[src/rtl/arm_pkg.sv]
`default_nettype none

package arm_pkg;

    localparam int word_w     = 32;
    localparam int reg_addr_w = 4;

    typedef logic [word_w-1:0]     word_t;
    typedef logic [reg_addr_w-1:0] reg_addr_t;

    // command field of a data-processing instruction, bits 24:21
    typedef enum logic [3:0] {
        op_and = 4'b0000,
        op_sub = 4'b0010,
        op_add = 4'b0100,
        op_orr = 4'b1100,
        op_mov = 4'b1101
    } alu_op_e;

    // instruction class, bits 27:26
    typedef enum logic [1:0] {
        class_data = 2'b00,
        class_mem  = 2'b01
    } instr_class_e;

    // one instruction after decode
    typedef struct packed {
        alu_op_e   alu_op;
        logic      reg_write;
        logic      mem_write;
        logic      use_imm;
        reg_addr_t rn;
        reg_addr_t rm;
        reg_addr_t rd;
        word_t     imm;
    } decoded_op_t;

    // result on its way back to the register file
    typedef struct packed {
        logic      reg_write;
        reg_addr_t wa;
        word_t     result;
    } wb_t;

    typedef struct packed {
        logic  we;
        word_t addr;
        word_t wdata;
    } mem_port_t;

endpackage

`default_nettype wire

[src/rtl/alu.sv]
`timescale 1ns/100ps
`default_nettype none

module alu
    import arm_pkg::*;
(
    input  logic    clk,
    input  logic    reset,
    input  alu_op_e op,
    input  word_t   a,
    input  word_t   b,
    output word_t   y
);

    always_comb begin
        case (op)
            op_and:  y = a & b;
            op_sub:  y = a - b;
            op_add:  y = a + b;
            op_orr:  y = a | b;
            // mov ignores the first operand
            op_mov:  y = b;
            default: y = '0;
        endcase
    end

    // decode maps every unknown command onto op_and,
    // so nothing else may arrive through the execute register
    op_legal: assert property (
        @(posedge clk) disable iff (reset)
        op inside {op_and, op_sub, op_add, op_orr, op_mov}
    ) else $error("alu opcode %b outside the supported set", op);

endmodule

`default_nettype wire

[src/rtl/execute_stage.sv]
`timescale 1ns/100ps
`default_nettype none

module execute_stage
    import arm_pkg::*;
(
    input  logic        clk,
    input  logic        reset,
    input  decoded_op_t op,
    input  word_t       rd1,
    input  word_t       rd2,
    output mem_port_t   dmem,
    output wb_t         wb
);

    // execute stage
    decoded_op_t op_e;
    word_t       rd1_e;
    word_t       rd2_e;

    word_t src_a;
    word_t src_b;
    word_t alu_b;
    word_t alu_y;

    // memory stage
    wb_t   wb_m;
    logic  we_m;
    word_t wdata_m;

    // memory item first, then writeback item, then the latched read
    function automatic word_t forward(
        input reg_addr_t src,
        input word_t     latched,
        input wb_t       mem_item,
        input wb_t       wb_item
    );
        if (mem_item.reg_write && mem_item.wa == src) begin
            return mem_item.result;
        end else if (wb_item.reg_write && wb_item.wa == src) begin
            return wb_item.result;
        end
        return latched;
    endfunction

    ////////////////////////////////////////
    // decode to execute

    always_ff @(posedge clk or posedge reset) begin
        if (reset) begin
            op_e  <= '0;
            rd1_e <= '0;
            rd2_e <= '0;
        end else begin
            op_e  <= op;
            rd1_e <= rd1;
            rd2_e <= rd2;
        end
    end

    assign src_a = forward(op_e.rn, rd1_e, wb_m, wb);
    // for STR this is the store data
    assign src_b = forward(op_e.rm, rd2_e, wb_m, wb);
    assign alu_b = op_e.use_imm ? op_e.imm : src_b;

    alu alu_inst (
        .clk   (clk),
        .reset (reset),
        .op    (op_e.alu_op),
        .a     (src_a),
        .b     (alu_b),
        .y     (alu_y)
    );

    ////////////////////////////////////////
    // execute to memory

    always_ff @(posedge clk or posedge reset) begin
        if (reset) begin
            wb_m    <= '0;
            we_m    <= 1'b0;
            wdata_m <= '0;
        end else begin
            wb_m.reg_write <= op_e.reg_write;
            wb_m.wa        <= op_e.rd;
            wb_m.result    <= alu_y;
            we_m           <= op_e.mem_write;
            wdata_m        <= src_b;
        end
    end

    assign dmem.we    = we_m;
    assign dmem.addr  = wb_m.result;
    assign dmem.wdata = wdata_m;

    // memory to writeback
    always_ff @(posedge clk or posedge reset) begin
        if (reset) begin
            wb <= '0;
        end else begin
            wb <= wb_m;
        end
    end

    dmem_we_known: assert property (
        @(posedge clk) disable iff (reset)
        !$isunknown(dmem.we)
    ) else $error("data memory write enable is unknown");

endmodule

`default_nettype wire

[config.mk]
export PLATFORM = sky130hd
export DESIGN_NAME = execute_stage
export DESIGN_NICKNAME = d
export VERILOG_FILES = /design/src/rtl/arm_pkg.sv /design/src/rtl/alu.sv /design/src/rtl/execute_stage.sv
export SDC_FILE = /design/constraint.sdc
export NUM_CORES = 1
export LEC_CHECK = 0
export BUFFER_PORTS_ARGS = -buffer_cell sky130_fd_sc_hd__buf_2
export CAP_MARGIN = 30
export CELL_PAD_IN_SITES_DETAIL_PLACEMENT = 0
export CELL_PAD_IN_SITES_GLOBAL_PLACEMENT = 1
export CORE_ASPECT_RATIO = 2
export CORE_UTILIZATION = 45
export CTS_CLUSTER_DIAMETER = 50
export DETAILED_ROUTE_END_ITERATION = 8
export HOLD_SLACK_MARGIN = 0.05
export MAX_ROUTING_LAYER = met4
export PLACE_DENSITY_LB_ADDON = 0.3
export SYNTH_ARGS = -nofsm -noshare
export SYNTH_HDL_FRONTEND = slang
export SYNTH_SLANG_ARGS = --single-unit
[constraint.sdc]
create_clock -name clk -period 11.8 [get_ports clk]
set_clock_uncertainty 0.15 [all_clocks]
set_input_delay 0.59 -clock clk [delete_from_list [all_inputs] [get_ports clk]]
set_output_delay 0.59 -clock clk [all_outputs]
set_load 0.05 [all_outputs]
==> impl_metrics.json <==
{
  "outcome": "complete, no violations",
  "pwr_density_cell_nw_per_um2": 157.5,
  "whs_ps": 22.40,
  "die_area_um2": 25340,
  "cts_root_buf": "clkbuf_16",
  "slowest_delay_ps": 680,
  "final_nets": 1503,
  "arrival_ps": 7190,
  "first_pass_iters": 7,
  "place_area_um2": 12200,
  "ant_nets": 0,
  "synth_compound_area_frac": 0.1765,
  "diodes": 0,
  "final_common_cell": "dfrtp_1",
  "postCtsResizedCells": 0,
  "port_buffers": 218,
  "fin_crit_sh": 0.5883,
  "design.core.area_um2": 24320,
  "layout_common_cells": "222 x dfrtp_1, 219 x buf_2, 115 x dlygate4sd3_1",
  "overflow": 0,
  "power.leakage_uw": 0.006474,
  "ys_types": 73,
  "nFillCells": 2109,
  "antenna_found_initial": 0,
  "drive_above_1_share": 0.2178,
  "start_kind": "register",
  "r2r_slack_ps": 4860,
  "clkTransAtPathRegs_ps": 70,
  "grt_pass1_vias": 10270,
  "cts_max_level": 1,
  "vdd_drop_max_uv": 200.9,
  "final.setup.tns_ps": 0,
  "slew_headroom": 0.2973,
  "grt_max_degree": 103,
  "worst_setup_path_end_kind": "register",
  "min_period_ps": 6942,
  "rr_startpoint": "wb_m[33]",
  "grt.total_usage": 0.3224,
  "post-dp-hpwl_um": 28350,
  "p_sw_frac": 0.3523,
  "rows": 81,
  "cts_setup_buffers": 0,
  "p_int_uw": 1435,
  "cp_data_required_time_ps": 12050,
  "ios": 219,
  "max_freq_mhz": 144.1,
  "pwr-share-clk": 0.323,
  "syn2layout_area_growth_pct": 26.69,
  "clockBufferDepth": 3,
  "critical_path_class": "reg2reg",
  "post-route-util": 0.5782,
  "drt_iter0_drc": 500,
  "wire_per_inst_um": 23.54,
  "numCtsBuffers": 21,
  "crit_fanout": 38,
  "hold_viol_final": 0,
  "synth_fa_ha_area_frac": 0.04576,
  "cp_slowest_cell": "or3_4",
  "min_path_type": "in2async",
  "die_y_um": 224.1,
  "vias": 9557,
  "routed_wl_um": 38820,
  "synth-seq-area-share": 0.5005,
  "start_util": 0.4564,
  "via_per_inst": 5.796,
  "endpoint": "dmem[61]",
  "seq_power_share": 0.396,
  "cts_tree": "yes",
  "rsz0062_at_grt": "no",
  "gp_congestion": 0.9863,
  "switching_power_uw": 780.4,
  "grt_pass1_wl_um": 58380,
  "yosys-mux-area-fraction": 0.05275,
  "setup_viol": 0,
  "slew_viol_final": 0,
  "synth-xor-area-share": 0.05670,
  "synth_seq_cells": 222,
  "drc": 0,
  "cp-startpoint": "wb_m[33]",
  "design_area_um2": 14060,
  "worstReg2RegEnd": "dmem[61]",
  "syn_inst": 1061,
  "power.total_uw": 2215,
  "p_comb_frac": 0.281,
  "clkLatencyLatePin_ps": 530,
  "drv_cap": 0,
  "syn_area_per_cell_um2": 10.46,
  "synthesis.nets": 1218,
  "crit_chain": "nor2b_1 -> a2111o_1 -> or3_4 -> a21oi_2 -> a221o_1 -> and4_1 -> and3_1 -> and2_1 -> a21oi_1 -> xnor2_1 -> ha_1 -> a21oi_1 -> nand2b_1 -> a311oi_1 -> o211ai_1 -> nand2_1 -> nand2b_1 -> a21o_1 -> a221oi_1 -> mux2i_1 -> o21ai_0",
  "die_w_um": 113.1,
  "synth-main-ff-cell": "dfrtp_1",
  "postCtsHoldBufs": 115,
  "cts_num_sinks": 222,
  "r2r.worst_path.cells": 21,
  "syn_area_um2": 11100,
  "synthSimpleGateAreaFrac": 0.1111,
  "synth_edf_count": 0,
  "synth_top_family_by_area": "compound AO/OA/AOI/OAI gates",
  "yosysWarnings": 0,
  "synthArstFlopShare": 1.000,
  "tightestPinTransition_ps": 1050
}
[power by group through the flow]
stage          Sequential, µW  Clock (µW)  Combinational (µW)
2_1_floorplan             958           0                 353
3_3_place_gp              892           0                 585
3_5_place_dp              891           0                 587
4_1_cts                   878         727                 619
5_1_grt                   883         756                 664
6_report                  878         715                 622
[how the worst min path moves through the flow]
stage | from | end | slack (ps) | cells after the start
after CTS | reset | op_e[32] | 60 | 2
after global placement | op_e[45] | we_m | 180 | 0
after floorplan | op_e[32] | wb_m[32] | 180 | 0
after detailed placement | op_e[33] | wb_m[33] | 190 | 0
final | reset | op_e[40] | 20 | 2
after global routing | reset | op_e[41] | 90 | 2
[cell type report]
type                            count  area (µm²)  area share
Inverter                           30       120.1    0.008541
Clock buffer                       25       560.5     0.03986
Timing Repair Buffer              351        2375      0.1689
Multi-Input combinational cell    720        4936      0.3510
Clock inverter                     11       153.9     0.01094
Sequential cell                   222        5555      0.3950
Tap cell                          290       362.8     0.02580
[logic make-up (layout without fill, tap and decap cells)]
kind of cell | count (synthesis) | in the layout
adder cells (fa/ha/maj) | 40 | 40
AND/OR/NAND/NOR | 246 | 246
multiplexers | 58 | 58
flip-flops | 222 | 222
AO/OA/AOI/OAI | 305 | 305
buffers and inverters | 119 | 417
XOR/XNOR | 71 | 71
[metrics by stage]
stage | instances | setup WS [ps]
after CTS | 1649 | 4975
final | 1649 | 4858
after detailed placement | 1498 | 5011
after floorplan | 1061 | 4982
after global placement | 1495 | 5133
after global routing | 1649 | 4459
[metal layers]
metal,track usage,routed length (µm),vias to the layer above
met5,-,0,-
met4,0.2666,3652,0
met3,0.03382,1574,160
met2,0.6050,21420,389
met1,0.2816,12170,4633
li1,-,-,4375
[flip-flops by register name, summed over array words and instances, names as in the netlist]
register and cells:
op_e 51, wb_m 5, dmem 32, we_m 1, wdata_m 32, rd1_e 32
rd2_e 32, wb 37
[cells in the mapped netlist (7+ instances only)]
cell type  instances  area (µm²)
nor4_1            31       193.9
xor2_1            23       201.4
a21o_1            20       150.1
nand2_1           80       300.3
and2_1            16       100.1
xnor2_1           47       411.6
mux2i_1           57       570.6
clkbuf_1          42       157.7
a31oi_1           29       181.4
inv_1             28       105.1
nor2_1            41       153.9
nand3_1           23       115.1
a21oi_1           87       435.4
buf_4             34       255.2
nand2b_1           7       43.79
o221ai_1          16       140.1
dfrtp_1          222        5555
a221o_1           11       110.1
nor3_1            10       50.05
o21ai_0           74       370.4
a22oi_1           10       75.07
and3_1             8       50.05
ha_1              39       488.0
[worst max-delay path: cells and delay by family, from the launching register on]
kind                       cells  cell delay [ps]
AOI/OAI and AO/OA             10             3320
xor gates and xnor gates       1              240
adders and majority gates      1              330
DFF                            1              420
muxes                          1              230
and+or+nand+nor                8             2090
(Power assumes the default switching activity.)
