[config.mk]
export PLATFORM = sky130hd
export DESIGN_NAME = fetch_stage
export DESIGN_NICKNAME = d
export VERILOG_FILES = /design/src/rtl/arm_pkg.sv /design/src/rtl/fetch_stage.sv
export SDC_FILE = /design/constraint.sdc
export NUM_CORES = 1
export LEC_CHECK = 0
export BUFFER_PORTS_ARGS = -buffer_cell sky130_fd_sc_hd__buf_2
export CAP_MARGIN = 20
export CORE_MARGIN = 3
export CORE_UTILIZATION = 25
export CTS_CLUSTER_SIZE = 16
export DETAILED_ROUTE_END_ITERATION = 6
export SETUP_SLACK_MARGIN = 0.15
export SLEW_MARGIN = 20
export SYNTH_ARGS = -nofsm -noshare
export SYNTH_HDL_FRONTEND = slang
export SYNTH_SLANG_ARGS = --single-unit
[constraint.sdc]
create_clock -name clk -period 4.3 [get_ports clk]
set_clock_uncertainty 0.05 [all_clocks]
set_input_delay 0.215 -clock clk [delete_from_list [all_inputs] [get_ports clk]]
set_output_delay 0.215 -clock clk [all_outputs]
set_load 0.1 [all_outputs]
[src/rtl/arm_pkg.sv]
`default_nettype none

package arm_pkg;

    localparam int word_w     = 32;
    localparam int reg_addr_w = 4;

    typedef logic [word_w-1:0]     word_t;
    typedef logic [reg_addr_w-1:0] reg_addr_t;

    // command field of a data-processing instruction, bits 24:21
    typedef enum logic [3:0] {
        op_and = 4'b0000,
        op_sub = 4'b0010,
        op_add = 4'b0100,
        op_orr = 4'b1100,
        op_mov = 4'b1101
    } alu_op_e;

    // instruction class, bits 27:26
    typedef enum logic [1:0] {
        class_data = 2'b00,
        class_mem  = 2'b01
    } instr_class_e;

    // one instruction after decode
    typedef struct packed {
        alu_op_e   alu_op;
        logic      reg_write;
        logic      mem_write;
        logic      use_imm;
        reg_addr_t rn;
        reg_addr_t rm;
        reg_addr_t rd;
        word_t     imm;
    } decoded_op_t;

    // result on its way back to the register file
    typedef struct packed {
        logic      reg_write;
        reg_addr_t wa;
        word_t     result;
    } wb_t;

    typedef struct packed {
        logic  we;
        word_t addr;
        word_t wdata;
    } mem_port_t;

endpackage

`default_nettype wire

[src/rtl/fetch_stage.sv]
`timescale 1ns/100ps
`default_nettype none

module fetch_stage
    import arm_pkg::*;
#(
    parameter word_t RESET_PC = '0
) (
    input  logic  clk,
    input  logic  reset,
    input  word_t instr,
    output word_t pc,
    output word_t instr_d
);

    // no branches, so the pc only ever steps forward
    always_ff @(posedge clk or posedge reset) begin
        if (reset) begin
            pc <= RESET_PC;
        end else begin
            pc <= pc + word_t'(4);
        end
    end

    // fetch to decode register
    // the zero word after reset decodes as a bubble
    always_ff @(posedge clk or posedge reset) begin
        if (reset) begin
            instr_d <= '0;
        end else begin
            instr_d <= instr;
        end
    end

endmodule

`default_nettype wire

==> impl_metrics.yaml, run 1 <==
critical_path:
  reg2reg_setup_slack_ns: 2.51
  path_class: "reg -> reg"
  reg2reg_depth: 5
  critPathLaunchType: "flop"
  cp.required_ns: 4.46
  r2r_end: "pc[24]"
  r2r_start: "pc[2]"
  worstPathMaxFanout: 8
  arrival_ns: 1.95
  end_kind: "flop"
global_routing:
  gr-usage-all-layers_pct: 11.35
  grt_max_degree: 63
  overflow: 0
  grt_pass1_wl_microns: 8597
  antenna_found_initial: 0
  grt_pass1_vias: 1700
floorplan:
  io_pins: 98
  die_w_microns: 98.51
  start_util_pct: 25.91
  die_area_sq_mm: 0.009704
  fp.dieH_microns: 98.51
  core_area_sq_mm: 0.008258
  rows: 33
logic_synthesis:
  yosysWarnings: 0
  synthesis.area_sq_mm: 0.002140
  syn-mean-instance-area_sq_um: 14.55
  synth_ff_type: "dfrtp_1"
  synth_cells: 147
  ys_top_cells_by_area: "dfrtp_1 (73%), xnor2_1 (8.6%), xor2_1 (2.9%), nand4_1 (2.6%), nand3_1 (2.3%)"
  synth_edf_count: 0
  synth_top_area_share_pct: 72.51
  synth-seq-area-share_pct: 72.51
  synthDistinctLibCells: 20
  yosys.area.top_type: "dfrtp_1"
  async_reset_ff_share_pct: 100.0
  ys_ff_latch: 62
cts:
  cts_tree: "done"
  cts_made_buffers: 9
  cts_sinks: 62
  cts.path.max_buffers: 2
  cts-root-buf: "clkbuf_8"
  worstSkewPairLatency_ns: 0.33
  clk_pin_slew_ns: 0.07
  htreeDepth: 3
power:
  ir_worst_vdd_mv: 0.2194
  p_per_area_mw_per_mm2: 414.0
  finalPower_uw: 1360
  p_leak_uw: 0.001688
detailed_routing:
  routed_wirelength_microns: 5200
  drc: 0
  post_drt_wl_per_cell_microns: 13.20
  dr.pass1.iters: 4
  vias_per_cell: 4.041
  vias: 1592
  antenna_left: 0
  drtIter0Drc: 50
sta:
  drv_slew: 0
  fin_setup_tns_ns: 0
  rsz0062_at_grt: "no"
  max_slew_margin_pct: 48.50
  tightest_slew_ns: 0.7725
  period_share_pct: 41.52
  holdWs_ns: 0.06530
  period_needed_ns: 1.785
  hold_violations: 0
  finalSetupViolations: 0
  fmax_mhz: 560.1
layout:
  n_antenna_cell: 0
  drive_gt1_share_pct: 41.18
  nets: 320
  syn2layout_area_growth_pct: 53.51
  layoutNonFillerInstCount: 394
  final_core_util_pct: 39.77
worst_hold_path:
  hold_class: "in -> async"
run:
  maxCapViolations: 0
place:
  place_congestion: 0.7521
  portBuffers: 95
  place_hpwl_microns: 3385
  dp_cells: 347
outcome:
  outcome: "complete, no violations"
-- area by class of cell --
cell class	instances	area, sq um
well taps	105	131.4
multi-input cells	81	565.5
flip-flops and latches	62	1551
clock buffers	11	151.4
clock inverters	4	70.07
inverters	3	11.26
repair buffers	128	803.3
fillers	816	4974
-- routing by layer --
metal  track usage [%]  wire length [microns]
met2             18.93                   2609
met5                 0                      0
met3             4.671                    409
met4             4.097                     39
met1             13.16                   2142
-- power breakdown --
part           switching (uW)  leakage [uW]  internal, uW
clock network             215      0.000115           353
logic                     150      0.000795          40.1
registers                3.43      0.000778           598
total                     368       0.00169           991
-- cells in the mapped netlist (2+ instances only) --
| library cell | instances |
|---|---|
| nor3_1 | 3 |
| buf_4 | 2 |
| nor4_4 | 2 |
| and3_1 | 2 |
| or2_2 | 2 |
| nand2_1 | 10 |
| inv_1 | 3 |
| nor2_1 | 7 |
| dfrtp_1 | 62 |
| nand3_1 | 10 |
| xnor2_1 | 21 |
| nand4_1 | 9 |
| xor2_1 | 7 |
-- registers in the layout, summed over array words and instances, names as in the netlist --
| signal | count |
|---|---|
| instr_d | 32 |
| pc | 30 |
-- worst max-delay path, stage by stage (launching register included) --
cell and delay, ns:
dfrtp_1 0.41, ha_1 0.21, nand3_1 0.23, nor4_4 0.43
nand4_1 0.17, xnor2_1 0.15
-- how the worst max path moves through the flow --
stage	startpoint	endpoint	slack, ns	depth (start not counted)
3_5_place_dp	pc[2]	pc[24]	2.49	5
2_1_floorplan	pc[2]	pc[24]	1.91	5
5_1_grt	pc[2]	pc[28]	2.32	5
4_1_cts	pc[2]	pc[24]	2.47	5
3_3_place_gp	pc[9]	pc[30]	2.56	4
6_report	pc[2]	pc[24]	2.51	5
-- through the flow --
| step | worst slack [ns] | cell area [sq um] |
|---|---|---|
| 6_report | 2.515 | 3284 |
| 3_3_place_gp | 2.560 | 2743 |
| 4_1_cts | 2.468 | 3284 |
| 2_1_floorplan | 1.914 | 2143 |
| 3_5_place_dp | 2.490 | 2743 |
| 5_1_grt | 2.323 | 3284 |
-- cells by family after synthesis --
kind of cell | share of synthesized area (%)
simple gates | 14.04
xor+xnor | 11.46
other cells | 0.1753
fa+ha+maj | 0.5847
flops | 72.51
buf+inv | 1.228
-- what timing repair did --
action | 4_1_cts | 5_1_grt
buffers inserted | 0 | 0
resized for setup | 0 | 0
endpoints found under the hold margin | 32 | 0
hold buffers | 32 | 0
-- layout by cell type (no fill, tap or decap) --
cell,Yosys,layout
nand4_1,9,9
dfrtp_1,62,62
inv_1,3,2
conb_1,1,2
nand4_2,1,1
buf_2,0,95
xnor2_1,21,21
inv_2,0,1
clkinv_2,0,2
xor2_1,7,7
and4_1,1,1
nor4_4,2,2
nand3_1,10,10
bufinv_16,0,2
nand2_1,10,10
and4_2,1,1
ha_1,1,1
nor3_1,3,3
or2_2,2,2
nand3_2,1,1
clkbuf_8,0,11
nor2_1,7,7
and2_1,1,1
buf_4,2,1
dlygate4sd3_1,0,32
and3_1,2,2
Power figures use the tool's default switching activity.
==> run 2, diff against run 1 <==
Settings changed: ABC_AREA set to 1.
Clock period 4.3 ns to 1.5 ns, I/O delays scaled along.
==> impl_metrics.yaml, run 2 <==
outcome:
  outcome: "complete, no violations"
place:
  portBuffers: 95
  detailed_place.area_sq_mm: 0.003279
  place_congestion: 0.7987
  place_hpwl_microns: 4641
floorplan:
  core_area_sq_mm: 0.009415
  fp.dieH_microns: 105.6
  rows: 35
  die_area_sq_mm: 0.01115
  io_pins: 98
  die_w_microns: 105.6
  start_util_pct: 26.33
logic_synthesis:
  synth_ff_type: "dfrtp_1"
  synthesis.area_sq_mm: 0.002479
  synth-seq-area-share_pct: 62.59
  syn-mean-instance-area_sq_um: 10.33
  yosys-top-cells-count: "nand2_1 (79), dfrtp_1 (62), nor2_1 (28)"
  ys_top_cells_by_area: "dfrtp_1 (63%), nand2_1 (12%), nor2_1 (4.2%), xor2_1 (3.5%), inv_1 (2.7%)"
  synth_top_area_share_pct: 62.59
  async_reset_ff_share_pct: 100.0
  yosys.area.top_type: "dfrtp_1"
  synth_edf_count: 0
  synthDistinctLibCells: 19
  synthMostInstantiatedCell: "nand2_1"
  ys_ff_latch: 62
  synth_cells: 240
  yosysWarnings: 0
critical_path:
  critPathTopFamily: "flip-flops"
  arrival_ns: 1.22
  critPathLaunchType: "flop"
  slowest_stage: "dfrtp_4"
  critPathMostFrequentCell: "buf_4"
  critPathBufInv: 2
  end_kind: "output port"
  cp.required_ns: 1.37
  path_class: "reg -> out"
  worstPathMaxFanout: 4
  cpPeakStageDelay_ns: 0.51
  cp_cell_sequence: "buf_4 -> buf_4"
layout:
  n_antenna_cell: 0
  syn2layout_area_growth_pct: 64.06
  reg.largest.list: "instr_d (32), pc (30)"
  multi_input_area_sq_um: 983.4
  largest_register_ffs: 32
  final_common_cell: "nand2_1"
  regMostFlops: "instr_d"
  drive_gt1_share_pct: 51.26
  mostFrequentLayoutCells: "nand2_1 (68), buf_2 (67), buf_4 (41), dlygate4sd3_1 (33), dfrtp_1 (33)"
  nFillCells: 891
  regArea_sq_mm: 0.001648
  design_area_sq_mm: 0.004066
  nets: 428
detailed_routing:
  routed_wirelength_microns: 6670
  vias_per_cell: 4.095
  drc: 0
  drtIter0Drc: 36
  dr_wl_met3_microns: 588
  met1_length_microns: 2712
  dr.pass1.iters: 5
  routed-wl-met2_microns: 3221
  antenna_left: 0
  top_layer: "met4"
  vias: 2158
  post_drt_wl_per_cell_microns: 12.66
cts:
  clk_pin_slew_ns: 0.07
  cts_sinks: 62
  cts_made_buffers: 9
  cts_tree: "done"
  cts-root-buf: "clkbuf_8"
  htreeDepth: 3
  cts.path.max_buffers: 2
  worstSkewPairLatency_ns: 0.34
sta:
  rsz0062_at_grt: "yes"
  fmax_mhz: 741.3
  holdWs_ns: 0.3178
  period_share_pct: 89.93
  finalSetupViolations: 0
  drv_slew: 0
  hold_violations: 0
  fin_setup_tns_ns: 0
  period_needed_ns: 1.349
power:
  swShare_pct: 28.93
  pwr-share-clk_pct: 41.6
  combPwrFrac_pct: 14.1
  p_switching_uw: 1125
  ir_worst_vdd_mv: 0.5230
  p_leak_uw: 0.001975
  power.internal_uw: 2765
  p_per_area_mw_per_mm2: 956.6
  seq_power_share_pct: 44.3
run:
  maxCapViolations: 0
global_routing:
  antenna_found_initial: 0
  grt_max_degree: 33
  gr-usage-all-layers_pct: 12.55
  grt_pass1_vias: 2239
  overflow: 0
  grt_pass1_wl_microns: 10850
worst_hold_path:
  hold_class: "in -> reg"
==> run 2: cell count changes in the layout (fill, tap and decap cells not counted), moves of 9 or more <==
cell     delta
dfrtp_1    -29
buf_2      -28
nand2_1    +58
inv_1      +13
nor2_4      +9
xnor2_1    -18
nor2_2     +14
dfrtp_4    +24
buf_4      +40
nand2_2    +11
nand4_1     -9
==> run 2: final cells by class <==
class	count	share of cell area, %
flip-flops and latches	62	40.52
repair buffers	143	24.31
multi-input cells	159	24.18
well taps	129	3.969
clock buffers	10	3.138
clock inverters	6	2.123
inverters	18	1.754
==> run 2: power by group through the flow <==
stage	clock [uW]	sequential, uW	combinational [uW]
6_report	1620	1720	549
5_1_grt	1750	1730	572
4_1_cts	1680	1720	551
3_5_place_dp	0	1760	487
3_3_place_gp	0	1760	485
2_1_floorplan	0	2090	50.6
==> run 2: worst paths after layout <==
check / startpoint / end / slack [ns] / cells past startpoint
max: pc[16] / pc[16] / 0.15 / 2
min: instr[20] / instr_d[20] / 0.32 / 2
max reg2reg: pc[3] / pc[30] / 0.16 / 8
min reg2reg: pc[30] / pc[30] / 0.47 / 2
max in group asynchronous: reset / pc[21] / 0.72 / 4
min in group asynchronous: reset / instr_d[10] / 0.34 / 4
==> run 2: repair_timing <==
action                     in CTS  in global routing
setup endpoints to repair      31                 20
hold endpoints to repair       94                  0
pin swaps                       1                 15
hold buffers                   33                  0
gates resized for setup        28                 25
buffers inserted                2                 11
==> run 2: through the flow <==
step / setup WS (ns) / util [%] / instances / power (uW)
6_report: 0.1511 / 43.19 / 527 / 3890
3_3_place_gp: 0.1609 / 34.83 / 465 / 2241
5_1_grt: 0.07698 / 43.19 / 527 / 4045
3_5_place_dp: 0.1355 / 34.83 / 465 / 2244
2_1_floorplan: -0.04797 / - / 241 / 2139
4_1_cts: 0.1355 / 41.54 / 516 / 3950
==> run 2: metal layers <==
layer / global-route usage (%) / vias to the layer above
met3: 5.021 / 14
met1: 14.50 / 1018
li1: - / 1031
met5: 0 / -
met4: 6.475 / 0
met2: 20.04 / 95
==> run 2: cell families (layout without fill, tap and decap cells) <==
logic type | count (synthesis) | in the layout | synth area share [%]
AND/OR/NAND/NOR | 141 | 141 | 27.81
flip-flops | 62 | 62 | 62.59
adder cells (fa/ha/maj) | 1 | 1 | 0.5047
buffers and inverters | 20 | 177 | 3.331
other | 1 | 2 | 0.1513
XOR/XNOR | 15 | 15 | 5.603
==> run 3, diff against run 2 <==
Clock period 1.5 ns to 1.4 ns, I/O delays scaled along.
==> impl_metrics.yaml, run 3 (synthesis results as in run 2) <==
power:
  power.internal_uw: 2859
  p_per_area_mw_per_mm2: 985.3
  combPwrFrac_pct: 14.8
  swShare_pct: 30.40
  ir_worst_vdd_mv: 0.8146
  p_switching_uw: 1249
  seq_power_share_pct: 45.0
  p_leak_uw: 0.001989
  pwr-share-clk_pct: 40.2
critical_path:
  critPathLaunchType: "flop"
  path_class: "reg -> reg"
  arrival_ns: 1.54
  cp.required_ns: 1.58
  r2r_end: "pc[19]"
  worstPathMaxFanout: 5
  reg2reg_setup_slack_ns: 0.03
  r2r_start: "pc[3]"
  end_kind: "flop"
  reg2reg_depth: 8
detailed_routing:
  antenna_left: 0
  dr.pass1.iters: 4
  routed_wirelength_microns: 6762
  vias_per_cell: 4.000
  drc: 0
  drtIter0Drc: 34
  post_drt_wl_per_cell_microns: 12.90
  vias: 2096
layout:
  regMostFlops: "instr_d"
  syn2layout_area_growth_pct: 68.20
  largest_register_ffs: 32
  drive_gt1_share_pct: 50.63
  n_antenna_cell: 0
  final_common_cell: "nand2_1"
  layoutNonFillerInstCount: 524
  mostFrequentLayoutCells: "nand2_1 (66), buf_2 (44), buf_4 (34), dlygate4sd3_1 (33), dfrtp_1 (33)"
  nets: 425
  reg.largest.list: "instr_d (32), pc (30)"
cts:
  cts.path.max_buffers: 2
  htreeDepth: 3
  cts_tree: "done"
  cts_sinks: 62
  cts-root-buf: "clkbuf_8"
  cts_made_buffers: 9
  clk_pin_slew_ns: 0.08
  worstSkewPairLatency_ns: 0.34
floorplan:
  rows: 35
  io_pins: 98
  fp.dieH_microns: 105.6
  start_util_pct: 26.33
  die_area_sq_mm: 0.01115
  die_w_microns: 105.6
  core_area_sq_mm: 0.009415
place:
  place_congestion: 0.8227
  portBuffers: 95
  dp_cells: 464
  place_hpwl_microns: 4466
  dp_slack_ns: 0.04041
sta:
  finalSetupViolations: 0
  hold_violations: 0
  period_share_pct: 97.53
  setup_ws_ns: 0.03453
  drv_slew: 0
  fmax_mhz: 732.4
  holdWs_ns: 0.3117
  period_needed_ns: 1.365
  fin_setup_tns_ns: 0
  rsz0062_at_grt: "yes"
global_routing:
  gr-usage-all-layers_pct: 12.41
  grt_pass1_vias: 2307
  grt_pass1_wl_microns: 10830
  antenna_found_initial: 0
  overflow: 0
  grt_max_degree: 63
outcome:
  outcome: "complete, no violations"
run:
  maxCapViolations: 0
worst_hold_path:
  hold_class: "in -> async"
run 3: cell count changes in the layout (fill, tap and decap cells not counted), moves of 6 or more:
cell / delta
buf_2: -23
clkbuf_4: +18
nor2_2: -8
buf_4: -7
buf_6: +7
nor2_1: +6
run 3: power groups by stage:
stage	clock network, uW	registers, uW	logic (uW)
2_1_floorplan	0	2240	54.2
3_3_place_gp	0	1880	522
3_5_place_dp	0	1880	524
4_1_cts	1720	1850	595
5_1_grt	1790	1850	633
6_report	1650	1850	609
run 3: how the worst max path moves through the flow:
stage | from | endpoint | cells past startpoint
floorplan | pc[3] | pc[28] | 7
global placement | pc[3] | pc[30] | 8
detailed placement | pc[3] | pc[22] | 8
CTS | pc[3] | pc[30] | 8
global route | pc[2] | pc[22] | 8
finish | pc[3] | pc[19] | 8
run 3: routing by layer:
| metal | global-route usage [%] | part of all wire (%) | up-vias |
|---|---|---|---|
| met5 | 0 | 0 | - |
| met4 | 4.533 | 1.7 | 0 |
| met3 | 5.634 | 9.0 | 10 |
| met2 | 20.40 | 47 | 84 |
| met1 | 14.21 | 42 | 977 |
| li1 | - | - | 1025 |
run 3: layout make-up:
class                      count  area (sq um)
fill                         868          5246
clock buffer                  10         137.6
tap                          129         161.4
timing repair buffer         140          1075
multi-input combinational    159          1006
sequential                    62          1648
inverter                      18         71.32
clock inverter                 6         70.07
run 3: what timing repair did:
action,CTS,global route
pin swaps,6,15
endpoints found under the setup margin,49,52
resized for setup,37,52
hold buffers,33,0
endpoints found under the hold margin,94,0
buffers inserted,5,6
run 3: per-stage QoR:
step           util, %  power (uW)  area, sq um
6_report         44.28        4108         4169
2_1_floorplan        -        2292         2643
4_1_cts          42.01        4159         3955
5_1_grt          44.28        4278         4169
3_5_place_dp     34.88        2406         3284
3_3_place_gp     34.88        2404         3284
run 3: critical path, stage by stage (launching register included):
cell and delay (ns):
dfrtp_4 0.44, buf_4 0.12, nand2_4 0.06, nor2_8 0.16, nand2_8 0.10, nor2_8 0.15
nand2_2 0.06, nand2_2 0.06, nand2_1 0.04
